### config.mk
export PLATFORM = sky130hd
export DESIGN_NAME = conv_mac
export DESIGN_NICKNAME = d
export VERILOG_FILES = /design/src/hw/cnn_pkg.sv /design/src/hw/conv_mac.sv
export SDC_FILE = /design/constraint.sdc
export NUM_CORES = 2
export LEC_CHECK = 0
export ABC_AREA = 1
export BUFFER_PORTS_ARGS = -buffer_cell sky130_fd_sc_hd__buf_2
export CAP_MARGIN = 15
export CORE_MARGIN = 3
export CORE_UTILIZATION = 49
export DETAILED_ROUTE_END_ITERATION = 10
export MAX_ROUTING_LAYER = met4
export PLACE_DENSITY = 0.75
export SLEW_MARGIN = 0
export SYNTH_ARGS = -nofsm -noshare
export SYNTH_HDL_FRONTEND = slang
export SYNTH_SLANG_ARGS = --single-unit
### constraint.sdc
create_clock -name clk -period 9.3 [get_ports clk]
set_input_delay 0 -clock clk [delete_from_list [all_inputs] [get_ports clk]]
set_output_delay 0 -clock clk [all_outputs]
set_load 0.05 [all_outputs]
### src/hw/cnn_pkg.sv
package cnn_pkg;

    // ------------------------------
    // Sizes
    // ------------------------------
    localparam int DATA_W      = 32;
    localparam int MAX_TAPS    = 4;
    localparam int TAP_IDX_W   = 3;                 // Holds 1..MAX_TAPS.
    localparam int LEN_W       = 12;
    localparam int FIFO_DEPTH  = 8;
    localparam int FIFO_IDX_W  = $clog2(FIFO_DEPTH);
    localparam int MAC_LATENCY = 2;

    // Tap 0 holds the oldest input word.
    typedef logic [MAX_TAPS-1:0][DATA_W-1:0] window_t;
    typedef logic [MAX_TAPS-1:0][DATA_W-1:0] weights_t;

    // ------------------------------
    // Encodings
    // ------------------------------
    typedef enum logic [1:0] {
        OP_CONF_SRC = 2'd0,                         // rj src, rk N and K.
        OP_CONF_DST = 2'd1,                         // rj dst.
        OP_CONV     = 2'd2,                         // imm[0] loads weights.
        OP_NOP      = 2'd3
    } opcode_e;

    typedef enum logic [1:0] {
        RUN_IDLE   = 2'd0,
        RUN_WEIGHT = 2'd1,
        RUN_CONV   = 2'd2
    } run_state_e;

endpackage

### src/hw/conv_mac.sv
`timescale 1ns/1ps

module conv_mac (
    input  logic                       clk,
    input  logic                       rst,
    input  logic                       win_valid_i,
    input  cnn_pkg::window_t           window_i,
    input  cnn_pkg::weights_t          weights_i,
    output logic                       res_valid_o,
    output logic [cnn_pkg::DATA_W-1:0] res_data_o
);
    import cnn_pkg::*;

    logic [MAX_TAPS-1:0][DATA_W-1:0] prod_q;
    logic                            prod_valid_q;
    logic [DATA_W-1:0]               sum;

    always_comb begin
        sum = '0;
        for (int t = 0; t < MAX_TAPS; t++) begin
            sum = sum + prod_q[t];                  // Wraps mod 2^32.
        end
    end

    always_ff @(posedge clk) begin
        if (rst) begin
            prod_valid_q <= 1'b0;
            res_valid_o  <= 1'b0;
        end else begin
            prod_valid_q <= win_valid_i;
            res_valid_o  <= prod_valid_q;
        end
    end

    always_ff @(posedge clk) begin
        for (int t = 0; t < MAX_TAPS; t++) begin
            prod_q[t] <= window_i[t] * weights_i[t];    // Low 32 bits kept.
        end
        res_data_o <= sum;
    end

endmodule

# After elaboration in Yosys (flattened, before gate mapping)
# Index checks and enable logic that the tools add are counted.
[totals]
ff_bits = 162
elab_cells = 14
output_inout_bits = 33
latchBits = 0
n_memories = 0
romBits = 0
inputBits = 259
ram_bits = 0
[op_classes]
n_div = 0
multipliers = 4
order_cmp = 0
muxes = 0
n_shift = 0
eq_ne = 0
n_bitwise = 0
n_addsub = 3
reduce_logical = 0
[op_table]
columns = ["operator", "count"]
rows = [
  ["multiplier 32 x 32 -> 32 bit", 4],
  ["adder 32 bit", 3],
]

# Longest topological paths before layout
[logic_depth]
word_depth = 3
mapped_depth = 34
mapped_depth_nobuf = 32

# Worst setup path before layout
# OpenSTA, ideal clock, no wires.
[synth_path]
path_kind = "input to register"
start = "input port weights_i[98] in the netlist's numbering"
end = "register prod_q[125] in the netlist's numbering"
setup_time_ps = 121
n_path_buf = 3
slack_ps = 3164
required_ps = 9179
t_arrival_ps = 6015
cell_stages = 24
path_cell_list = "clkbuf_1 > buf_1 > nand2_1 > fa_1 > fa_1 > fa_1 > fa_1 > inv_1 > fa_1 > inv_1 > fa_1 > fa_1 > fa_1 > inv_1 > ha_1 > clkbuf_1 > nand3_1 > inv_1 > a21oi_1 > nand3_2 > a21o_1 > nand3_1 > nand2_1 > xor2_1"
[synth_between]
elab_chain_len = 1
[synth_rtl]
columns = ["item", "line_no", "text"]
rows = [
  ["start: declaration", "conv_mac.sv:8", "input cnn_pkg::weights_t weights_i,"],
  ["multiplier 32 x 32 -> 32 bit", "conv_mac.sv:37", "prod_q[t] <= window_i[t] * weights_i[t];"],
  ["end signal: indexed assignment", "conv_mac.sv:37", ""],
  ["end: declaration", "conv_mac.sv:14", "logic [MAX_TAPS-1:0][DATA_W-1:0] prod_q;"],
]
# Every way passes these cells.
# A chain may end at the register's enable or synchronous reset.

# Worst setup path after layout
[layout_path]
start = "input port weights_i[101] in the netlist's numbering"
end = "register prod_q[125] in the netlist's numbering"
# Same word-level chain as after synthesis.

==> impl_metrics.json <==
{
  "final_util_pct": 51.50,
  "dieArea_um2": 153000,
  "rr_worst_depth": 16,
  "yosysMostFrequentCell": "inv_1",
  "setup.worst_path.class": "in -> reg",
  "post_cts_buffers": 0,
  "grt_max_degree": 34,
  "synth_common_cells": "inv_1, nand2_1, fa_1",
  "rrSetupSlack_ps": 5410,
  "synth_cell_types": 54,
  "avgViaCountPerCell": 5.087,
  "rsz0062_at_grt": "no",
  "io_pins": 292,
  "hold_viol_final": 0,
  "cts-buffers-inserted": 17,
  "min_period_ps": 6295,
  "end_kind": "register",
  "cp.required_ps": 9670,
  "num_vias": 57190,
  "synthTopCellsByArea": "fa_1, inv_1, nand2_1",
  "ant_nets": 0,
  "fin_setup_tns_ps": 0,
  "drv_slew": 0,
  "die_h_um": 391.2,
  "rows": 140,
  "grt_pass1_vias": 61220,
  "crit_fanout": 28,
  "synth_edf_count": 0,
  "ys.flop_type": "dfxtp_1",
  "syn-cell-area_um2": 72710,
  "initial_core_util_pct": 49.65,
  "mappedNetlistNets": 11890,
  "drt_first_pass_iters": 7,
  "drc_errors": 0,
  "status": "finished, final reports clean",
  "async_flop_share_pct": 0,
  "layout-drive-gt1-share_pct": 4.077,
  "period_share_pct": 67.69,
  "gp_congestion": 0.9542,
  "antenna_found_initial": 7,
  "die_x_um": 391.2,
  "skew_ps": 24.25,
  "setup_violations": 0,
  "synth_top_area_cell": "fa_1",
  "synth_top_area_share_pct": 46.64,
  "syn_avg_cell_area_um2": 7.727,
  "critical_path.startpoint_type": "primary input",
  "synth_seq_cells": 162,
  "wire_per_inst_um": 17.65,
  "core_um2": 146400,
  "dpl.hpwl_um": 165900,
  "portBuffers": 291,
  "track_usage_pct": 27.69,
  "arrival_ps": 6670,
  "grt_overflow_total": 0,
  "clk_pin_slew_ps": 90,
  "nets": 11790,
  "worstMarginPinSlew_ps": 927.8,
  "cts_sinks": 162,
  "drv_cap": 0,
  "hold_class": "in -> reg",
  "hold_depth": 3,
  "cts_buffer_depth": 2,
  "relSlewSlack_pct": 38.15,
  "cts_tree": "yes",
  "netlist_instances": 9410,
  "drt_iter0_markers": 4540,
  "h-tree-depth": 4,
  "fmax_mhz": 158.8,
  "area_growth_pct": 3.729,
  "synth_seq_area_share_pct": 4.460,
  "yosys_warnings": 0,
  "grt_pass1_wl_um": 324800,
  "cts-root-buf": "clkbuf_16",
  "clock_latency_ps": 460,
  "wl_um": 198500
}
## sequential cells by signal, summed over array words and instances (netlist names)
name	cells
prod_valid_q	1
prod_q	128
res_valid_o	1
res_data_o	32
## per-stage QoR
step | setup slack (ps) | hold WS (ps) | instances | cell area [um^2]
final | 3005 | 124.3 | 11240 | 75420
after global routing | 2751 | 145.3 | 11240 | 75410
after CTS | 3049 | 93.35 | 11240 | 75410
after detailed placement | 2571 | 184.0 | 11210 | 74820
after global placement | 2635 | 171.6 | 11210 | 74820
after floorplan | 3164 | 71.18 | 9410 | 72710
## layout make-up
cell class | count | area, um^2
Fill cell | 13820 | 71020
Inverter | 2966 | 11130
Clock buffer | 17 | 425.4
Tap cell | 1917 | 2399
Antenna cell | 4 | 10.01
Multi-Input combinational cell | 5868 | 56580
Timing Repair Buffer | 294 | 1484
Clock inverter | 14 | 146.4
Sequential cell | 162 | 3243
## cells by family (layout without fill, tap and decap cells)
kind of cell    Yosys count  after routing  synth area share (%)
compound gates          310            310                 2.573
xor+xnor                229            229                 2.758
fa+ha+maj              2217           2217                 55.64
buf+inv                3380           3291                 17.72
flops                   162            162                 4.460
other cells               0              4                     0
simple gates           3112           3112                 16.85
## critical path, stage by stage
cell and delay [ps]:
buf_2 500, nand2_1 170, fa_1 540, fa_1 520
inv_1 50, fa_1 500, inv_1 50, fa_1 480
inv_1 50, fa_1 480, fa_1 600, fa_1 460
fa_1 470, ha_1 420, nand2_1 100, inv_1 60
nand3_1 100, nor3_2 290, nand4_1 180, nand3_2 140
a21o_1 160, nand3_1 70, nand2_1 90, xor2_1 160
## per-layer routing
layer,share of wire (%),GRT usage (%),vias to the layer above
li1,-,-,25900
met1,42,36.85,28580
met2,47,44.03,2287
met3,7.9,3.817,430
met4,3.5,8.896,0
met5,0,-,-
## path summary, 6_finish.rpt
kind / start / end
hold / removal: weights_i[96] / prod_q[96]$_DFF_P_
hold reg to reg: prod_valid_q$_SDFF_PP0_ / res_valid_o$_SDFF_PP0_
setup / recovery: weights_i[101] / prod_q[125]$_DFF_P_
setup reg to reg: prod_q[65]$_DFF_P_ / res_data_o[23]$_DFF_P_
## cells in the final DEF, fill, tap and decap left out, drive strengths merged, types with 79 or more instances in the layout
cell type,count
fa,1694
buf,292
xnor2,91
ha,523
a21oi,146
o21ai,79
nand3,167
inv,2973
nor2,103
dfxtp,162
xor2,138
nand2,2753
## timing repair
item	in CTS	in global routing
endpoints found under the setup margin	0	0
hold buffers	2	0
resized for setup	0	0
hold endpoints to repair	2	0
Power is not shown: default switching activity piles up to over one toggle a cycle in this logic, so the estimate is an artifact.
