`src/hw/cnn_pkg.sv`:
```
package cnn_pkg;

    // ------------------------------
    // Sizes
    // ------------------------------
    localparam int DATA_W      = 32;
    localparam int MAX_TAPS    = 4;
    localparam int TAP_IDX_W   = 3;                 // Holds 1..MAX_TAPS.
    localparam int LEN_W       = 12;
    localparam int FIFO_DEPTH  = 8;
    localparam int FIFO_IDX_W  = $clog2(FIFO_DEPTH);
    localparam int MAC_LATENCY = 2;

    // Tap 0 holds the oldest input word.
    typedef logic [MAX_TAPS-1:0][DATA_W-1:0] window_t;
    typedef logic [MAX_TAPS-1:0][DATA_W-1:0] weights_t;

    // ------------------------------
    // Encodings
    // ------------------------------
    typedef enum logic [1:0] {
        OP_CONF_SRC = 2'd0,                         // rj src, rk N and K.
        OP_CONF_DST = 2'd1,                         // rj dst.
        OP_CONV     = 2'd2,                         // imm[0] loads weights.
        OP_NOP      = 2'd3
    } opcode_e;

    typedef enum logic [1:0] {
        RUN_IDLE   = 2'd0,
        RUN_WEIGHT = 2'd1,
        RUN_CONV   = 2'd2
    } run_state_e;

endpackage

```
`src/hw/result_fifo.sv`:
```
`timescale 1ns/1ps

module result_fifo (
    input  logic                       clk,
    input  logic                       rst,
    input  logic                       push_i,
    input  logic [cnn_pkg::DATA_W-1:0] push_data_i,
    input  logic                       pop_i,
    output logic                       valid_o,
    output logic [cnn_pkg::DATA_W-1:0] data_o,
    output logic                       space_ok_o
);
    import cnn_pkg::*;

    logic [DATA_W-1:0]     mem_q [FIFO_DEPTH];
    logic [FIFO_IDX_W-1:0] head_q;
    logic [FIFO_IDX_W-1:0] tail_q;
    logic                  head_wrap_q;
    logic                  tail_wrap_q;
    logic [FIFO_IDX_W:0]   used;
    logic                  full;

    assign used       = {tail_wrap_q, tail_q} - {head_wrap_q, head_q};
    assign full       = (head_q == tail_q) & (head_wrap_q != tail_wrap_q);
    assign valid_o    = (head_q != tail_q) | (head_wrap_q != tail_wrap_q);
    assign data_o     = mem_q[head_q];
    assign space_ok_o = (int'(used) <= FIFO_DEPTH - MAC_LATENCY - 1);   // Room for MAC pipe.

    always_ff @(posedge clk) begin
        if (rst) begin
            {head_wrap_q, head_q} <= '0;
            {tail_wrap_q, tail_q} <= '0;
        end else begin
            if (push_i) {tail_wrap_q, tail_q} <= {tail_wrap_q, tail_q} + 1'b1;
            if (pop_i) {head_wrap_q, head_q} <= {head_wrap_q, head_q} + 1'b1;
        end
    end

    always_ff @(posedge clk) begin
        if (push_i) mem_q[tail_q] <= push_data_i;
    end

    // Fetch throttling keeps the MAC from outrunning the writer.
    a_no_overflow: assert property (@(posedge clk) disable iff (rst) push_i |-> !full);
    a_no_underflow: assert property (@(posedge clk) disable iff (rst) pop_i |-> valid_o);

endmodule

```
`config.mk`:
```
export PLATFORM = sky130hd
export DESIGN_NAME = result_fifo
export DESIGN_NICKNAME = d
export VERILOG_FILES = /design/src/hw/cnn_pkg.sv /design/src/hw/result_fifo.sv
export SDC_FILE = /design/constraint.sdc
export NUM_CORES = 1
export LEC_CHECK = 0
export ABC_AREA = 0
export BUFFER_PORTS_ARGS = -buffer_cell sky130_fd_sc_hd__buf_2
export CORE_ASPECT_RATIO = 0.7
export CORE_MARGIN = 3
export CORE_UTILIZATION = 55
export CTS_CLUSTER_DIAMETER = 80
export DETAILED_ROUTE_END_ITERATION = 8
export MAX_ROUTING_LAYER = met4
export PLACE_DENSITY = 0.78
export SYNTH_ARGS = -nofsm -noshare
export SYNTH_HDL_FRONTEND = slang
export SYNTH_SLANG_ARGS = --single-unit
```
`constraint.sdc`:
```
create_clock -name clk -period 4.5 [get_ports clk]
set_input_delay 0.45 -clock clk [delete_from_list [all_inputs] [get_ports clk]]
set_output_delay 0.45 -clock clk [all_outputs]
set_load 0.01 [all_outputs]
```
Yosys cells after proc, flatten, opt, wreduce, memory -nomap -nowiden
Memories as Yosys holds them, arrays and structs flattened. A register that Yosys moved wholly into a read port is not among the register bits.
Index checks and enable logic that the tools add are counted.

storage, ports and cells
  bits in registers = 8
  RAM bits = 256
  output and inout bits = 34
  memories = 1

cells by class
  $add $sub $neg = 3
  $lt $le $gt $ge = 1
  equality and inequality tests = 2
  muxes and demuxes = 4
  bitwise operators = 1

memories
  name   depth  bits a word  rd ports  clocked after Yosys merged registers in  write ports  line               RTL
  mem_q  8      32           1         1                                        1            result_fifo.sv:15  logic [DATA_W-1:0] mem_q [FIFO_DEPTH];

operators by type and width
  operator               count
  $add A4 B1 Y4 const B  2
  $mux W3                2
  $le A4 B3 Y1 const B   1
  $sub A4 B4 Y4          1
  $ne A3 B3 Y1           1
  $mux W1                2
  $ne A1 B1 Y1           1
  $or A1 B1 Y1           1

Depth between registers and ports, before layout
  depth in word-level cells = 3
  depth in mapped cells = 6
  mapped depth without buffers = 6

Worst setup path after synthesis
OpenSTA, ideal clock, no wires.

  kind = input-to-reg
  from = in push_i
  to = mem mem_q[0][0], enable pin
  arrival time = 2.750 ns
  setup slack = 1.289 ns
  stages = 2
  buffers on the path = 0
  cells stage by stage = nand2b_1 -> nor3_1

between the ends
  longest elaborated chain between the ends = 2

ends and longest elaborated chain
  element                        line               RTL
  start: declaration             result_fifo.sv:6   input logic push_i,
  $mux W1                        result_fifo.sv:40  if (push_i) mem_q[tail_q] <= push_data_i;
  $mux W1 (implied by the code)  result_fifo.sv:40
  end: declaration               result_fifo.sv:15

No other way between the ends.

==> summary.md <==
| Metric | Value |
|---|---|
| Vias | 4635 |
| Iteration-0 DRC Markers | 399 |
| Worst skew pair latency | 0.50 ns |
| Post-Syn Area | 10300 sq um |
| Core Region | 18200 sq um |
| Die X | 170 um |
| Final net count | 567 |
| CTS tree | done |
| Netlist cell types | 24 |
| Startpoint Class | register |
| Drt first pass iters | 4 |
| HP Class | in2reg |
| Setup violators final | 0 |
| CTS buffer count | 25 |
| Crit Path Category | reg2out |
| Final Cycle Share | 74.8% |
| DIE AREA | 20500 sq um |
| Largest cells by area after synthesis | edfxtp_1, mux4_1, mux4_2 |
| Slew Viols, Final | 0 |
| Largest net degree at the start of global routing | 58 |
| First-pass GRT wire length | 28.8 mm |
| WP data required | 4.05 ns |
| Final GP Congestion | 0.759 |
| Min Tclk post-route | 3.37 ns |
| Synthesized area per cell | 23.6 sq um |
| Worst Max-Slew Pin Slew | 1.05 ns |
| H-tree depth | 1 |
| RSZ-0062 raised after global routing | no |
| CTS Root Cell | clkbuf_16 |
| Largest vdd supply drop | 292 uV |
| Clock Sinks | 267 |
| Longest Clk Path Bufs | 3 |
| Fin Setup TNS | 0 ns |
| Area Growth Syn to Fin | 13.7% |
| Synth warn | 0 |
| IO Pins | 70 |
| HPWL after DPL | 10.5 mm |
| Power Internal | 4.11 mW |
| Vias in the first global route | 4853 |
| Clk slew on worst S/H paths | 0.06 ns |
| Share of cells above drive strength 1 | 34.1% |
| CP cell instances | buf_4, mux4_1, mux2_2, buf_2 |
| Yosys top cell by area | edfxtp_1 |
| DRC | 0 |
| GRT Total Usage | 19.5% |
| Routed wire length | 19.0 mm |
| Hold_ws | 0.206 ns |
| Hold Vio Cnt, Final | 0 |
| Comb pwr share | 7.4% |
| Pwr per Cell Area | 441 nW/um^2 |
| Initial antenna violation count | 2 |
| Synth Register Bits | 267 |
| Synthesized Nets | 479 |
| Status | finished clean |
| FP Rows | 41 |
| Sequential share of power | 54.9% |
| CTS resizes | 0 |
| Drt wl/cell | 24.5 um |
| Final core occ | 64.5% |
| Total Power | 5.18 mW |
| Worst-path fanout max | 57 |
| Maxcap violations | 0 |
| GR Overflow Total | 0 |
| CP max stage delay | 1.04 ns |
| Vias per Instance | 5.97 |
| Worst slew margin | 29.9% |
| Synth top area share | 74.4% |
| P_leak | 3.85 nW |
| Detail Route Antenna Nets | 0 |
| CP Capture Type | output port |
| WP buf/inv | 2 |
| Worst slack, placed | 1.63 ns |
| Final worst slack | 1.13 ns |
| Synthesized instance count | 437 |
| Post-CTS setup repair buffer count | 0 |
| Starting Density | 56.7% |
| Switch share | 20.8% |
| Clk pwr share | 37.7% |
| Hold Buf Count CTS | 0 |
| Fmax | 297 MHz |
| Family with the most delay on the worst path | flip-flops |
| Post-synthesis sequential area ratio | 76.5% |
| Max stage delay cell, worst path | dfxtp_4 |
| IO Port Bufs | 69 |
| Net switching power | 1.08 mW |
| Die height | 121 um |
| Fin Clk Skew | 0.00631 ns |
| Worst path arrival time | 2.92 ns |
-- Yosys cell counts, drive strengths merged --
| library cell | n |
|---|---|
| edfxtp | 256 |
| mux4 | 64 |
| mux2 | 33 |
| buf | 16 |
| nor2 | 16 |
| dfxtp | 11 |
| nand2 | 7 |
| inv | 6 |
| ha | 5 |
| xnor2 | 5 |
| clkbuf | 3 |
| a211oi | 2 |
| mux2i | 2 |
| nand4 | 2 |
| nor3 | 2 |
| xor2 | 2 |
| a21oi | 1 |
| fa | 1 |
| nand2b | 1 |
| o22ai | 1 |
| o31ai | 1 |
-- final timing paths --
kind                                      to            from  depth (start not counted)  slack, ns
worst min register to register   tail_wrap_q     tail_wrap_q                          2       0.54
worst min-delay path             mem_q[4][9]  push_data_i[9]                          1       0.21
worst max-delay path              data_o[12]        register                          4       1.13
worst max register to register  mem_q[0][16]       tail_q[2]                          3       2.26
-- state kept, by name, indices dropped and copies added, names as in the netlist, named ones only --
| signal | flops |
|---|---|
| head_q | 3 |
| head_wrap_q | 1 |
| mem_q | 256 |
| tail_q | 3 |
| tail_wrap_q | 1 |
-- placed cells by master, fill, tap and decap left out, types with 2 or more instances in the layout --
master     netlist  layout
edfxtp_1       256     256
buf_2            1      69
mux4_1          40      40
mux2_2          33      33
clkbuf_16        0      25
mux4_2          24      24
buf_4            0      11
nor2_1          16      10
dfxtp_1         11       8
nand2_1          7       7
inv_1            6       6
nor2_4           0       6
clkinv_2         0       6
xnor2_1          5       5
ha_1             5       5
clkbuf_1         3       5
clkbuf_8         0       3
diode_2          0       2
nor3_2           0       2
nand4_1          2       2
a211oi_1         2       2
mux2i_1          2       2
xor2_1           2       2
dfxtp_2          0       2
-- logic make-up (layout without fill, tap and decap cells) --
family	count (synthesis)	in the layout	share of synthesized area, %
multiplexers	99	99	19.2
flip-flops	267	267	76.5
AO/OA/AOI/OAI	5	5	0.327
AND/OR/NAND/NOR	28	28	1.11
XOR/XNOR	7	7	0.593
other	0	2	0
buffers and inverters	25	127	1.43
adder cells (fa/ha/maj)	6	6	0.799
-- layer usage --
layer  up-vias  share of wire (%)  wire (um)  track usage, %
li1       2038                  -          -               -
met1      2394                 44       8320            28.3
met2       171                 47       8890            29.4
met3        32                7.8       1490            4.05
met4         0                1.7        325            4.44
met5         -                  0          0               -
-- layout make-up --
class                   instances  area (sq um)
flip-flops and latches        267          7910
fillers                      1160          6460
multi-input cells             145          2330
clock buffers                  33           686
repair buffers                 80           428
well taps                     236           295
clock inverters                 8          68.8
inverters                       6          22.5
diodes                          2          5.00
-- power groups by stage --
| stage | logic [mW] | clock network [mW] | registers (mW) |
|---|---|---|---|
| floorplan | 0.270 | 0 | 2.86 |
| global placement | 0.370 | 0 | 2.90 |
| detailed placement | 0.381 | 0 | 2.90 |
| CTS | 0.386 | 1.99 | 2.85 |
| global route | 0.411 | 2.09 | 2.86 |
| finish | 0.382 | 1.95 | 2.85 |
-- per-stage QoR --
| stage | area (sq um) | instances |
|---|---|---|
| after floorplan | 10300 | 437 |
| after CTS | 11700 | 775 |
| after detailed placement | 11000 | 734 |
| after global routing | 11800 | 777 |
| final | 11800 | 777 |
| after global placement | 11000 | 734 |
No activity file was read; power rests on OpenSTA's default activity.
