[src/hw/cnn_pkg.sv]
package cnn_pkg;

    // ------------------------------
    // Sizes
    // ------------------------------
    localparam int DATA_W      = 32;
    localparam int MAX_TAPS    = 4;
    localparam int TAP_IDX_W   = 3;                 // Holds 1..MAX_TAPS.
    localparam int LEN_W       = 12;
    localparam int FIFO_DEPTH  = 8;
    localparam int FIFO_IDX_W  = $clog2(FIFO_DEPTH);
    localparam int MAC_LATENCY = 2;

    // Tap 0 holds the oldest input word.
    typedef logic [MAX_TAPS-1:0][DATA_W-1:0] window_t;
    typedef logic [MAX_TAPS-1:0][DATA_W-1:0] weights_t;

    // ------------------------------
    // Encodings
    // ------------------------------
    typedef enum logic [1:0] {
        OP_CONF_SRC = 2'd0,                         // rj src, rk N and K.
        OP_CONF_DST = 2'd1,                         // rj dst.
        OP_CONV     = 2'd2,                         // imm[0] loads weights.
        OP_NOP      = 2'd3
    } opcode_e;

    typedef enum logic [1:0] {
        RUN_IDLE   = 2'd0,
        RUN_WEIGHT = 2'd1,
        RUN_CONV   = 2'd2
    } run_state_e;

endpackage

[src/hw/result_writer.sv]
`timescale 1ns/1ps

module result_writer (
    input  logic                       clk,
    input  logic                       rst,
    input  logic                       start_conv_i,
    input  logic [cnn_pkg::DATA_W-1:0] dst_addr_i,
    input  logic [cnn_pkg::LEN_W-1:0]  res_count_i,
    input  logic                       fifo_valid_i,
    input  logic [cnn_pkg::DATA_W-1:0] fifo_data_i,
    input  logic                       rd_valid_i,
    input  logic [cnn_pkg::DATA_W-1:0] rd_addr_i,
    input  logic                       mem_ready_i,
    output logic                       fifo_pop_o,
    output logic                       write_done_o,
    output logic                       rd_ready_o,
    output logic                       mem_valid_o,
    output logic [cnn_pkg::DATA_W-1:0] mem_addr_o,
    output logic                       mem_read_o,
    output logic [cnn_pkg::DATA_W-1:0] mem_wdata_o
);
    import cnn_pkg::*;

    logic [DATA_W-1:0] wr_addr_q;
    logic [LEN_W-1:0]  wr_cnt_q;
    logic              wr_lock_q;               // Write shown, still stalled.
    logic              grant_rd;
    logic              wr_sel;

    // Reads win unless a stalled write is already on the port.
    assign grant_rd = rd_valid_i & ~wr_lock_q;
    assign wr_sel   = ~grant_rd & fifo_valid_i;

    assign mem_valid_o = grant_rd | wr_sel;
    assign mem_read_o  = grant_rd;
    assign mem_addr_o  = grant_rd ? rd_addr_i : wr_addr_q;
    assign mem_wdata_o = fifo_data_i;
    assign rd_ready_o  = mem_ready_i & ~wr_lock_q;

    assign fifo_pop_o   = wr_sel & mem_ready_i;
    assign write_done_o = fifo_pop_o & (wr_cnt_q == res_count_i - LEN_W'(1));

    always_ff @(posedge clk) begin
        if (rst) begin
            wr_addr_q <= '0;
            wr_cnt_q  <= '0;
            wr_lock_q <= 1'b0;
        end else begin
            wr_lock_q <= wr_sel & ~mem_ready_i;
            if (start_conv_i) begin
                wr_addr_q <= dst_addr_i;
                wr_cnt_q  <= '0;
            end else if (fifo_pop_o) begin
                wr_addr_q <= wr_addr_q + DATA_W'(4);
                wr_cnt_q  <= wr_cnt_q + LEN_W'(1);
            end
        end
    end

    // Port request holds under back-pressure.
    a_port_stable: assert property (@(posedge clk) disable iff (rst)
        (mem_valid_o && !mem_ready_i) |=>
            (mem_valid_o && $stable(mem_addr_o) && $stable(mem_read_o)));

endmodule

[config.mk]
export PLATFORM = sky130hd
export DESIGN_NAME = result_writer
export DESIGN_NICKNAME = d
export VERILOG_FILES = /design/src/hw/cnn_pkg.sv /design/src/hw/result_writer.sv
export SDC_FILE = /design/constraint.sdc
export NUM_CORES = 1
export LEC_CHECK = 0
export BUFFER_PORTS_ARGS = -buffer_cell sky130_fd_sc_hd__buf_2
export CAP_MARGIN = 15
export CORE_UTILIZATION = 45
export CTS_BUF_LIST = sky130_fd_sc_hd__clkbuf_8 sky130_fd_sc_hd__clkbuf_16
export DETAILED_ROUTE_END_ITERATION = 16
export MAX_ROUTING_LAYER = met4
export PLACE_DENSITY = 0.85
export REMOVE_ABC_BUFFERS = 1
export SLEW_MARGIN = 0
export SYNTH_ARGS = -nofsm -noshare
export SYNTH_HDL_FRONTEND = slang
export SYNTH_SLANG_ARGS = --single-unit
[constraint.sdc]
create_clock -name clk -period 2.5 [get_ports clk]
set_input_delay 0.25 -clock clk [delete_from_list [all_inputs] [get_ports clk]]
set_output_delay 0.25 -clock clk [all_outputs]
set_load 0.05 [all_outputs]
Word level (Yosys, flattened, before mapping)
Cells that the tools add are included.
{"block": "op_classes", "addsub": 3, "eq_ne": 1, "n_mux": 3, "bitwise_logic": 10, "n_reduce_logical": 2}
{"op": "two-way mux 32 bit", "n": 3}
{"op": "adder 32 x 3 -> 32 bit, second input constant", "n": 1}
{"op": "adder 12 x 1 -> 12 bit, second input constant", "n": 1}
{"op": "== test 12 bit", "n": 1}
{"op": "subtractor 12 x 1 -> 12 bit, second input constant", "n": 1}
{"op": "bitwise AND 1 bit", "n": 6}
{"op": "inverter 1 bit", "n": 3}
{"op": "nonzero test 2 bit", "n": 1}
{"op": "OR reduction 2 bit", "n": 1}
{"op": "OR 1 bit", "n": 1}
{"block": "word_totals", "ff_bits": 45, "input_bits": 114, "wordCells": 22}

Depth between registers and ports, before layout
{"block": "depth", "ltp_word": 7, "mapped_depth": 7}

Worst setup path after synthesis
OpenSTA, ideal clock, no wires.
{"block": "synth_timing", "path_type": "in2out", "start": "in res_count_i[0] (netlist name)", "end": "out write_done_o", "arrival_ns": 2.691, "t_required_ns": 2.250, "slack_ns": -0.441, "cell_stages": 7, "path_cell_list": "inv_1 ha_1 or3b_2 nor4_1 xor2_1 a21boi_0 a2111oi_2"}
{"block": "synth_between", "elab_chain_len": 3}
{"element": "start, declared", "line": "result_writer.sv:8", "text": "input logic [cnn_pkg::LEN_W-1:0] res_count_i,"}
{"element": "subtractor 12 x 1 -> 12 bit", "line": "result_writer.sv:41", "text": "assign write_done_o = fifo_pop_o & (wr_cnt_q == res_count_i - LEN_W'(1));"}
{"element": "== test 12 bit", "line": "result_writer.sv:41"}
{"element": "bitwise AND 1 bit", "line": "result_writer.sv:41"}
{"element": "end, declared", "line": "result_writer.sv:15", "text": "output logic write_done_o,"}
Every way passes these cells.

Worst setup path after layout
{"block": "layout_timing", "start": "in res_count_i[1] (netlist name)", "end": "out write_done_o"}
Same word-level chain as after synthesis.

==> flow_summary.json <==
{
  "status": "finished clean",
  "core_sq_mm": 0.00691,
  "setup_viol": 0,
  "r2r-start": "wr_addr_q[10]",
  "grt_usage_pct": 28.3,
  "arrival_ps": 2230,
  "hp-class": "input port to flip-flop",
  "ys_types": 41,
  "finalHoldViolations": 0,
  "cts.clk_slew.worst_paths_ps": 90,
  "rows": 30,
  "pre_cts_slack_ps": -202,
  "whs_path_depth": 3,
  "viasPerCell": 5.53,
  "switching_share_pct": 36.5,
  "p_leak_nw": 1.63,
  "critPathSlowestCell": "or4_4",
  "die_width_microns": 87.4,
  "setup.worst_path.start_class": "input port",
  "grt_first_pass_wirelength_mm": 16.0,
  "antenna_found_initial": 0,
  "path_cells": "buf_6 > or4_4 > or3_1 > a2111oi_2 > nand4_1 > a2111oi_2 > buf_4",
  "p_per_area_mw_per_mm2": 463,
  "final_util_pct": 56.8,
  "r2r_end": "wr_addr_q[29]",
  "tightest_slew_ps": 618,
  "grt_max_degree": 31,
  "fmaxAchievable_mhz": 404,
  "drive_above_1_share_pct": 27.9,
  "synth-edff-count": 0,
  "r2r_slack_ps": 350,
  "p_int_mw": 1.15,
  "drc": 0,
  "skew_ps": 9.13,
  "slowest_delay_ps": 550,
  "drt_first_pass_iters": 4,
  "max_slew_margin_pct": 58.7,
  "synthToLayoutAreaGrowth_pct": 19.6,
  "cp_top_family": "simple AND/OR/NAND/NOR gates",
  "pwr-share-clk_pct": 26.9,
  "wirelength_mm": 10.5,
  "holdPathEnd": "wr_addr_q[1]",
  "dieHeight_microns": 87.4,
  "end_kind": "output port",
  "cts_made_buffers": 5,
  "dieArea_sq_mm": 0.00763,
  "cap_violations": 0,
  "ir_drop_mv": 0.258,
  "place_congestion": 0.862,
  "rsz0062_at_grt": "true",
  "hpwl_mm": 7.87,
  "synth_async_sr_flop_share_pct": 0,
  "cts_tree": "yes",
  "clk_path_buf_depth": 2,
  "syn_area_sq_mm": 0.00328,
  "nets": 661,
  "total_power_mw": 1.81,
  "wl_per_cell_microns": 16.3,
  "fin_crit_sh_pct": 99.1,
  "avgSynthCellArea_sq_um": 7.05,
  "grt_overflow": 0,
  "path_buf_inv": 2,
  "worstHoldStart": "dst_addr_i[1]",
  "slew_viol_final": 0,
  "start_util_pct": 47.5,
  "ys.flop_type": "dfxtp_1",
  "switching_power_mw": 0.662,
  "num_io_pins": 183,
  "cts-root-buf": "clkbuf_8",
  "hold_buffers": 0,
  "seqPwrFrac_pct": 43.7,
  "io_buffers": 118,
  "yosysSeqAreaShare_pct": 27.5,
  "clock_latency_ps": 300,
  "power_frac_comb_pct": 29.4,
  "crit_type": "input port to output port",
  "grt_pass1_vias": 3260,
  "htree_levels": 2,
  "syn_inst": 465,
  "required_ps": 2250,
  "dp.cells": 633,
  "drtAntennaViolNets": 0,
  "drt_iter0_drc": 240,
  "r2r_cells": 5,
  "yosys_warnings": 0,
  "clock_sinks": 45,
  "crit_fanout": 4,
  "setup_slack_ps": 21.7,
  "ys_ff_latch": 45,
  "tns_ps": 0,
  "vias": 3544,
  "min_period_ps": 2480,
  "crit_top_cell": "a2111oi_2",
  "stdcell_count": 641,
  "diodes": 0
}
power groups by stage:
stage / logic [mW] / registers (mW) / clock network [mW]
floorplan: 0.342 / 0.800 / 0
global placement: 0.510 / 0.807 / 0
detailed placement: 0.520 / 0.810 / 0
CTS: 0.527 / 0.793 / 0.488
global route: 0.570 / 0.799 / 0.533
finish: 0.533 / 0.793 / 0.488
worst register-to-register path, stage by stage, from the launching register on:
cell      delay, ps
dfxtp_1         440
and4_1          260
nand3_1         460
nor4_1          530
xnor2_1         140
a211oi_1        240
per-stage QoR:
stage                     hold WS, ps  instance area [sq um]
after floorplan                   319                   2940
after CTS                         194                   3890
after detailed placement          490                   3750
after global routing              191                   3920
after global placement            476                   3750
final                             188                   3920
final cells by class:
cell class                 count  area [sq um]
inverter                      12          45.0
clock inverter                 2          13.8
clock buffer                   6          82.6
timing repair buffer         130           702
multi-input combinational    350          2050
tap                           96           120
sequential                    45           905
fill                         687          2990
per-layer routing:
layer	vias to the layer above	routed length [microns]	global-route usage, %
li1	1716	-	-
met1	1621	4620	34.1
met2	188	4570	42.2
met3	19	1110	13.6
met4	0	148	7.60
met5	-	0	-
cell usage after synthesis, types with 2 or more instances:
library cell | n | share of area (%)
nand4_1 | 12 | 2.3
buf_1 | 2 | 0.23
buf_4 | 32 | 7.3
a311oi_1 | 6 | 1.6
nand3_1 | 15 | 2.3
mux2i_1 | 2 | 0.61
and4_1 | 4 | 1.1
o31ai_1 | 3 | 0.69
a2111oi_2 | 2 | 0.92
o21ai_0 | 9 | 1.4
or3_1 | 6 | 1.1
nor3_1 | 12 | 1.8
and3_1 | 3 | 0.57
dfxtp_1 | 45 | 27
ha_1 | 3 | 1.1
clkbuf_1 | 23 | 2.6
xor2_1 | 9 | 2.4
clkinv_1 | 2 | 0.23
inv_1 | 10 | 1.1
nor4_1 | 20 | 3.8
a21oi_1 | 5 | 0.76
nand2_1 | 116 | 13
nand2b_1 | 2 | 0.38
a211oi_1 | 22 | 5.0
nor2_1 | 42 | 4.8
xnor2_1 | 43 | 11
what timing repair did:
| action | 4_1_cts | 5_1_grt |
|---|---|---|
| cloned | 0 | 0 |
| setup endpoints to repair | 1 | 1 |
| pin swaps | 4 | 0 |
| setup buffers | 0 | 0 |
| gates resized for setup | 10 | 6 |
registers in the layout (all words and copies together) (netlist names):
signal / count
wr_addr_q: 32
wr_cnt_q: 12
wr_lock_q: 1
logic make-up (layout without fill, tap and decap cells):
| logic type | Yosys count | after routing | synth area share [%] |
|---|---|---|---|
| AOI/OAI and AO/OA | 53 | 53 | 11.8 |
| adders and majority gates | 3 | 3 | 1.15 |
| muxes | 2 | 2 | 0.611 |
| xor gates and xnor gates | 52 | 52 | 13.9 |
| DFF | 45 | 45 | 27.5 |
| and+or+nand+nor | 240 | 240 | 33.4 |
| buffers and inverters | 70 | 150 | 11.7 |
worst max path at each step:
| stage | startpoint | to | cells past startpoint |
|---|---|---|---|
| final | res_count_i[1] | write_done_o | 7 |
| after global routing | res_count_i[0] | write_done_o | 9 |
| after CTS | res_count_i[1] | write_done_o | 7 |
| after detailed placement | res_count_i[1] | write_done_o | 9 |
| after global placement | res_count_i[0] | write_done_o | 9 |
| after floorplan | wr_lock_q | mem_addr_o[13] | 3 |
cell usage in the layout, fill, tap and decap left out, types with 2 or more instances in the layout:
cell type and instances:
nand2b_1 2, nor4_1 19, mux2i_1 2, ha_1 2, a211oi_1 22, and4_1 4, nor3_1 11, nand4_1 12
a2111oi_2 2, o21ai_0 9, o31ai_1 2, nor2_1 41, xor2_1 9, xnor2_1 42, buf_2 116, or3_1 6
and3_1 3, a311oi_1 6, clkinv_1 2, clkbuf_8 6, a21oi_1 5, buf_4 12, nand3_1 14, inv_1 10
nand2_1 116, dfxtp_1 44
No activity file was read; power rests on OpenSTA's default activity.
