`src/hw/cnn_pkg.sv`:
```
package cnn_pkg;

    // ------------------------------
    // Sizes
    // ------------------------------
    localparam int DATA_W      = 32;
    localparam int MAX_TAPS    = 4;
    localparam int TAP_IDX_W   = 3;                 // Holds 1..MAX_TAPS.
    localparam int LEN_W       = 12;
    localparam int FIFO_DEPTH  = 8;
    localparam int FIFO_IDX_W  = $clog2(FIFO_DEPTH);
    localparam int MAC_LATENCY = 2;

    // Tap 0 holds the oldest input word.
    typedef logic [MAX_TAPS-1:0][DATA_W-1:0] window_t;
    typedef logic [MAX_TAPS-1:0][DATA_W-1:0] weights_t;

    // ------------------------------
    // Encodings
    // ------------------------------
    typedef enum logic [1:0] {
        OP_CONF_SRC = 2'd0,                         // rj src, rk N and K.
        OP_CONF_DST = 2'd1,                         // rj dst.
        OP_CONV     = 2'd2,                         // imm[0] loads weights.
        OP_NOP      = 2'd3
    } opcode_e;

    typedef enum logic [1:0] {
        RUN_IDLE   = 2'd0,
        RUN_WEIGHT = 2'd1,
        RUN_CONV   = 2'd2
    } run_state_e;

endpackage

```
`src/hw/window_fetch.sv`:
```
`timescale 1ns/1ps

module window_fetch (
    input  logic                          clk,
    input  logic                          rst,
    input  logic                          start_weight_i,
    input  logic                          start_conv_i,
    input  logic [cnn_pkg::DATA_W-1:0]    src_addr_i,
    input  logic [cnn_pkg::DATA_W-1:0]    weight_addr_i,
    input  logic [cnn_pkg::LEN_W-1:0]     length_i,
    input  logic [cnn_pkg::TAP_IDX_W-1:0] taps_i,
    input  logic                          rd_ready_i,
    input  logic                          rsp_valid_i,
    input  logic [cnn_pkg::DATA_W-1:0]    rsp_rdata_i,
    input  logic                          space_ok_i,
    output logic                          rd_valid_o,
    output logic [cnn_pkg::DATA_W-1:0]    rd_addr_o,
    output logic                          fetch_done_o,
    output logic                          win_valid_o,
    output cnn_pkg::window_t              window_o,
    output cnn_pkg::weights_t             weights_o
);
    import cnn_pkg::*;

    run_state_e       phase_q;
    logic             pending_q;                // Read accepted, data not back.
    logic [LEN_W-1:0] req_cnt_q;
    logic [LEN_W-1:0] rsp_cnt_q;
    logic [LEN_W-1:0] total;
    logic             issue;
    logic             last_rsp;
    window_t          window_q;
    window_t          win_next;

    assign total    = (phase_q == RUN_WEIGHT) ? LEN_W'(taps_i) : length_i;
    assign last_rsp = rsp_valid_i & (rsp_cnt_q == total - LEN_W'(1));
    assign issue    = (phase_q != RUN_IDLE) & ~rd_valid_o & ~pending_q &
                      (req_cnt_q < total) & ((phase_q == RUN_WEIGHT) | space_ok_i);

    assign fetch_done_o = (phase_q != RUN_IDLE) & last_rsp;
    assign win_valid_o  = (phase_q == RUN_CONV) & rsp_valid_i &
                          (rsp_cnt_q >= LEN_W'(taps_i) - LEN_W'(1));
    assign window_o     = win_next;

    // New word lands at tap K-1, lower taps shift down.
    always_comb begin
        win_next = window_q;
        for (int t = 0; t < MAX_TAPS - 1; t++) begin
            if (t < int'(taps_i) - 1) win_next[t] = window_q[t + 1];
        end
        for (int t = 0; t < MAX_TAPS; t++) begin
            if (t == int'(taps_i) - 1) win_next[t] = rsp_rdata_i;
        end
    end

    always_ff @(posedge clk) begin
        if (rst) begin
            phase_q    <= RUN_IDLE;
            rd_valid_o <= 1'b0;
            pending_q  <= 1'b0;
            req_cnt_q  <= '0;
            rsp_cnt_q  <= '0;
            rd_addr_o  <= '0;
        end else if (start_weight_i || start_conv_i) begin
            phase_q   <= start_weight_i ? RUN_WEIGHT : RUN_CONV;
            rd_addr_o <= start_weight_i ? weight_addr_i : src_addr_i;
            req_cnt_q <= '0;
            rsp_cnt_q <= '0;
        end else begin
            if (issue) rd_valid_o <= 1'b1;
            if (rd_valid_o && rd_ready_i) begin
                rd_valid_o <= 1'b0;
                pending_q  <= 1'b1;
                rd_addr_o  <= rd_addr_o + DATA_W'(4);   // Next word.
                req_cnt_q  <= req_cnt_q + LEN_W'(1);
            end
            if (rsp_valid_i) begin
                pending_q <= 1'b0;
                rsp_cnt_q <= rsp_cnt_q + LEN_W'(1);
            end
            if (fetch_done_o) phase_q <= RUN_IDLE;
        end
    end

    // Weight store and window shift register.
    always_ff @(posedge clk) begin
        if (start_weight_i) begin
            weights_o <= '0;                        // Unused taps stay zero.
        end else if (phase_q == RUN_WEIGHT && rsp_valid_i) begin
            for (int t = 0; t < MAX_TAPS; t++) begin
                if (rsp_cnt_q == LEN_W'(t)) weights_o[t] <= rsp_rdata_i;
            end
        end
        if (start_conv_i) begin
            window_q <= '0;
        end else if (phase_q == RUN_CONV && rsp_valid_i) begin
            window_q <= win_next;
        end
    end

    // Each response answers the one read still in flight.
    a_one_outstanding: assert property (@(posedge clk) disable iff (rst)
        rsp_valid_i |-> pending_q);

endmodule

```
`config.mk`:
```
export PLATFORM = sky130hd
export DESIGN_NAME = window_fetch
export DESIGN_NICKNAME = d
export VERILOG_FILES = /design/src/hw/cnn_pkg.sv /design/src/hw/window_fetch.sv
export SDC_FILE = /design/constraint.sdc
export NUM_CORES = 1
export LEC_CHECK = 0
export BUFFER_PORTS_ARGS = -buffer_cell sky130_fd_sc_hd__buf_2
export CORE_MARGIN = 2
export CORE_UTILIZATION = 40
export CTS_CLUSTER_DIAMETER = 150
export CTS_CLUSTER_SIZE = 30
export DETAILED_ROUTE_END_ITERATION = 6
export GPL_TIMING_DRIVEN = 0
export MAX_ROUTING_LAYER = met4
export PLACE_DENSITY = 0.68
export REMOVE_ABC_BUFFERS = 1
export SYNTH_ARGS = -nofsm -noshare
export SYNTH_HDL_FRONTEND = slang
export SYNTH_SLANG_ARGS = --single-unit
```
`constraint.sdc`:
```
create_clock -name clk -period 3.1 [get_ports clk]
set_input_delay 0.62 -clock clk [delete_from_list [all_inputs] [get_ports clk]]
set_output_delay 0.62 -clock clk [all_outputs]
set_load 0.05 [all_outputs]
```
==> After elaboration in Yosys (flattened, before gate mapping) <==
Cells that the tools add are included.
{ "classes": {"n_eq_ne": 9, "bitwise": 12, "muxes": 18, "n_addsub": 6, "n_reduce_logical": 18, "magnitude_cmp": 5} }
{ "ops": {"columns": ["cell", "count"], "rows": [
  ["$mux W32", 10],
  ["$add A32 B3 Y32 const B", 1],
  ["$logic_not A32 Y1", 1],
  ["$add A12 B1 Y12 const B", 2],
  ["$eq A12 B2 Y1 const B", 2],
  ["$eq A12 B1 Y1 const B", 1],
  ["$eq A12 B12 Y1", 1],
  ["$ge A12 B12 Y1", 1],
  ["$logic_not A12 Y1", 1],
  ["$lt A12 B12 Y1", 1],
  ["$mux W12", 1],
  ["$reduce_and A2 Y1", 6],
  ["$sub A12 B1 Y12 const B", 1],
  ["$reduce_bool A2 Y1", 5],
  ["$and A1 B1 Y1", 8],
  ["$eq A3 B4 Y1 const A", 2],
  ["$sub A3 B1 Y4 const B", 2],
  ["$mux W2", 3],
  ["$eq A2 B4 Y1 const A", 1],
  ["$lt A1 B4 Y1 const A", 1],
  ["$lt A2 B4 Y1 const A", 1],
  ["$lt A3 B4 Y1 const A", 1],
  ["$mux W1", 4],
  ["$logic_and A1 B1 Y1", 3],
  ["other kinds (6)", 8]
]} }
{ "totals": {"in_bits": 118, "word_cells": 82, "out_inout_bits": 291, "reg_bits": 316} }

==> Depth between registers and ports, before layout <==
{ "logic_depth": {"depth_word": 8, "depth_mapped": 13, "mapped_depth_nobuf": 11} }

==> Worst setup path before layout <==
Ideal clock, no wire load.
{ "synth_timing": {"kind": "reg2out", "startpoint": "register phase_q[1]", "endpoint": "output fetch_done_o", "n_path_buf": 2, "t_required_ns": 2.480, "slack_ns": -0.462, "arrival_time_ns": 2.942, "path_stages_with_launch": 13, "cell_sequence": "dfxtp_1 -> nand2b_1 -> buf_6 -> clkbuf_1 -> nor2_1 -> a21oi_1 -> ha_1 -> inv_1 -> or3_1 -> a31o_2 -> o221ai_1 -> nand4_1 -> nor4_4"} }
{ "synth_between": {"elab_chain_cells": 6, "elab_cells_between_ends": 7, "cone_classes": "add/sub (1); eq/ne (2); mux (1); bitwise (2); reduce/logical (1)"} }
{ "synth_rtl": {"columns": ["element", "line_no", "source"], "rows": [
  ["start: declaration", "window_fetch.sv:25", "run_state_e phase_q;"],
  ["start signal: assignment", "window_fetch.sv:65", "phase_q <= start_weight_i ? RUN_WEIGHT : RUN_CONV;"],
  ["$eq A2 B1 Y1", "window_fetch.sv:35", "assign total = (phase_q == RUN_WEIGHT) ? LEN_W'(taps_i) : length_i;"],
  ["$mux W12", "window_fetch.sv:35", null],
  ["$sub A12 B1 Y12", "window_fetch.sv:36", "assign last_rsp = rsp_valid_i & (rsp_cnt_q == total - LEN_W'(1));"],
  ["$eq A12 B12 Y1", "window_fetch.sv:36", null],
  ["$and A1 B1 Y1", "window_fetch.sv:36", null],
  ["$and A1 B1 Y1 *", "window_fetch.sv:40", "assign fetch_done_o = (phase_q != RUN_IDLE) & last_rsp;"],
  ["end: declaration", "window_fetch.sv:18", "output logic fetch_done_o,"]
]} }
Mark *: on every way between the ends. The rest lies on a longest branch, timed or not.

==> Worst setup path in the final report <==
Ends and elaborated chain as after synthesis.

==> metrics.md <==
| Metric | Value |
|---|---|
| Run status | `finished, violations left` |
| Failing checks | `negative setup slack` |
| EDFF count, synth | `0` |
| Total gr overflow | `0` |
| Share of cells above drive strength 1 | `27.1%` |
| Netlist Area Pre-Place | `15,800 sq um` |
| DR pass1 iterations | `5` |
| Vias in the first global route | `15,300` |
| Avg Inst Size Synth | `7.46 sq um` |
| I/O pins | `409` |
| CP Data Required Time | `2480 ps` |
| Hold Vio Cnt, Final | `0` |
| Clock transition at path regs | `130 ps` |
| Cts hold-fix bufs | `0` |
| Worst setup SP type | `flop` |
| Clock tree buffer depth | `3` |
| Hold Crit Class | `in2reg` |
| Combinational share of power | `21.3%` |
| FF+latch area | `6340 sq um` |
| FFs w/ async S/R, synth | `0%` |
| Placed insts | `2,869` |
| Sequential share of power | `51.1%` |
| Total of max-cap violations | `0` |
| Initial antenna violation count | `2` |
| Largest net degree at the start of global routing | `114` |
| Clock power share | `27.6%` |
| Most common cell after layout, fill and taps aside | `nand2_1` |
| Mapped Cells | `2,112` |
| Final hold slack | `330 ps` |
| Setup TNS | `-486 ps` |
| Multi-input gate area in the final layout | `9300 sq um` |
| GR Util All Layers | `28.1%` |
| H-tree levels | `1` |
| Initial drt markers | `1,252` |
| Std cell rows | `72` |
| Seq/Total Area, Yosys | `40.2%` |
| Tot Pwr | `8.16 mW` |
| Slew HR | `8.56%` |
| F_max | `281 MHz` |
| Root Buffer | `clkbuf_16` |
| Die H | `202 microns` |
| Post-synthesis cell type count | `74` |
| Pint | `5.60 mW` |
| TritonCTS clock tree | `built` |
| Final worst-path cycle share | `115%` |
| Synth Warn # | `0` |
| TritonCTS Buffers | `14` |
| Max-slew violation count | `0` |
| Kind of end point of the critical path | `output pin` |
| Routed WL | `59,800 microns` |
| Final setup fails | `6` |
| Minimum clock period | `3560 ps` |
| First-pass GRT wire length | `88,300 microns` |
| Switching power | `2.56 mW` |
| P_leak | `8.29 nW` |
| Top FF cell, synth | `dfxtp_1` |
| Via Count | `16,400` |
| Fin util | `52.8%` |
| Die area | `41,000 sq um` |
| Num Clock Sinks | `316` |
| Crit-path max FO | `5` |
| Nets@finish | `2,591` |
| Worst Max-Slew Pin Slew | `1360 ps` |
| Worst vdd ir | `0.278 mV` |
| DRC Markers | `0` |
| Design Area, Final | `20,500 sq um` |
| Core box area | `38,700 sq um` |
| Initial Utilization | `40.7%` |
| Wire length per cell | `20.2 microns` |
| Fillers | `3,623` |
| Later-pin clock latency in the skew report | `520 ps` |
| Arr. time, crit path | `2940 ps` |
| RSZ-0062 raised after global routing | `true` |
| Die Width | `202 microns` |
| Power Density | `399 nW/um^2` |
| WS Path Type | `reg2out` |
| Finished Layout Cells | `2,959` |
| Via-per-instance ratio | `5.56` |
| Final Wtd Congestion | `0.903` |
| Area Overhead vs Synth | `29.8%` |
| Fin Clk Skew | `28.6 ps` |
| PortBufs | `408` |
| Seq cells post-synth | `316` |
| Post-DRT Antenna Nets | `0` |
| Worst setup margin | `-461 ps` |
| Pre-CTS setup slack | `-1120 ps` |
| HPWL Detailed | `37,900 microns` |
| Most frequent cells in the layout | `nand2_1, a21oi_1, buf_2` |
| Placed cell area | `18,100 sq um` |
| Switching share of power | `31.4%` |
cell families after synthesis:
family,Yosys count,synth area share [%]
buffers and inverters,201,5.10
AOI/OAI and AO/OA,518,18.2
and+or+nand+nor,864,22.5
adders and majority gates,34,2.70
xor gates and xnor gates,44,2.49
DFF,316,40.2
muxes,135,8.91
cells in the mapped netlist (2+ instances only):
library cell	instances	area, sq um
o211ai_1	5	37.5
inv_1	15	56.3
o31ai_1	3	22.5
nand3_1	19	95.1
nor3_1	26	130
a31oi_1	3	18.8
buf_2	24	120
buf_4	3	22.5
nor2_1	104	390
nand4_1	12	75.1
a211oi_1	15	113
or3_1	9	56.3
nand3b_1	2	15.0
a222oi_1	5	50.1
a221oi_1	2	17.5
clkbuf_1	122	458
nor4_1	3	18.8
xor2_1	21	184
o22ai_1	7	43.8
buf_1	35	131
and4_1	6	52.6
a2111o_1	2	22.5
and3_1	9	56.3
and2_1	7	43.8
ha_1	34	425
o21ai_0	32	160
mux2i_1	102	1020
a21oi_1	339	1700
nand2b_1	4	25.0
mux2_2	32	360
xnor2_1	22	193
dfxtp_1	316	6330
nor2b_1	3	18.8
nand2_1	646	2420
o21a_1	4	30.0
a22o_1	2	17.5
o221a_2	2	22.5
a21o_1	2	15.0
o21ai_1	69	345
a22oi_1	5	37.5
a221o_1	2	20.0
o221ai_1	3	26.3
o311ai_0	3	26.3
metal layers:
layer | global-route usage [%] | share of wire (%) | routed length [microns]
met5 | - | 0 | 0
met4 | 8.47 | 3.2 | 1890
met3 | 4.74 | 8.2 | 4900
met2 | 49.0 | 50 | 29800
met1 | 33.0 | 39 | 23200
critical path, stage by stage (launching register included):
cell and delay, ps:
dfxtp_4 360, nand2b_4 170, mux2i_4 270, ha_4 170, inv_2 50, or3_4 350
xor2_1 160, a21oi_1 170, o2111ai_2 150, nor4_4 360, buf_6 210
sequential cells by signal, summed over array words and instances (netlist names):
name        flops
phase_q         2
rd_addr_o      32
weights_o     128
window_q      128
req_cnt_q      12
rsp_cnt_q      12
rd_valid_o      1
pending_q       1
power by group through the flow:
stage / clock network, mW / registers (mW) / logic, mW
final: 2.25 / 4.17 / 1.73
after global routing: 2.43 / 4.18 / 1.82
after CTS: 2.31 / 4.17 / 1.64
after detailed placement: 0 / 4.26 / 1.42
after global placement: 0 / 4.26 / 1.38
after floorplan: 0 / 4.42 / 0.697
path summary, 6_finish.rpt:
kind | startpoint | endpoint | slack (ps) | cells after the start
setup / recovery | phase_q[1] | fetch_done_o | -460 | 10
hold / removal | weight_addr_i[1] | rd_addr_o[1] | 330 | 3
setup reg to reg | phase_q[1] | weights_o[25] | 220 | 6
hold reg to reg | weights_o[17] | weights_o[17] | 460 | 2
layout make-up:
class / instances / area share, %
sequential: 316 / 31.0
inverter: 16 / 0.367
antenna: 2 / 0.0245
multi-input combinational: 1599 / 45.5
clock inverter: 1 / 0.0795
tap: 518 / 3.17
timing repair buffer: 492 / 18.0
clock buffer: 15 / 1.84
timing repair:
| item | 4_1_cts | 5_1_grt |
|---|---|---|
| setup buffers | 47 | 14 |
| hold endpoints to repair | 0 | 0 |
| pin swaps | 18 | 13 |
| gates cloned | 7 | 5 |
| resized for setup | 170 | 136 |
| endpoints found under the setup margin | 119 | 71 |
No activity file was read; power rests on OpenSTA's default activity.
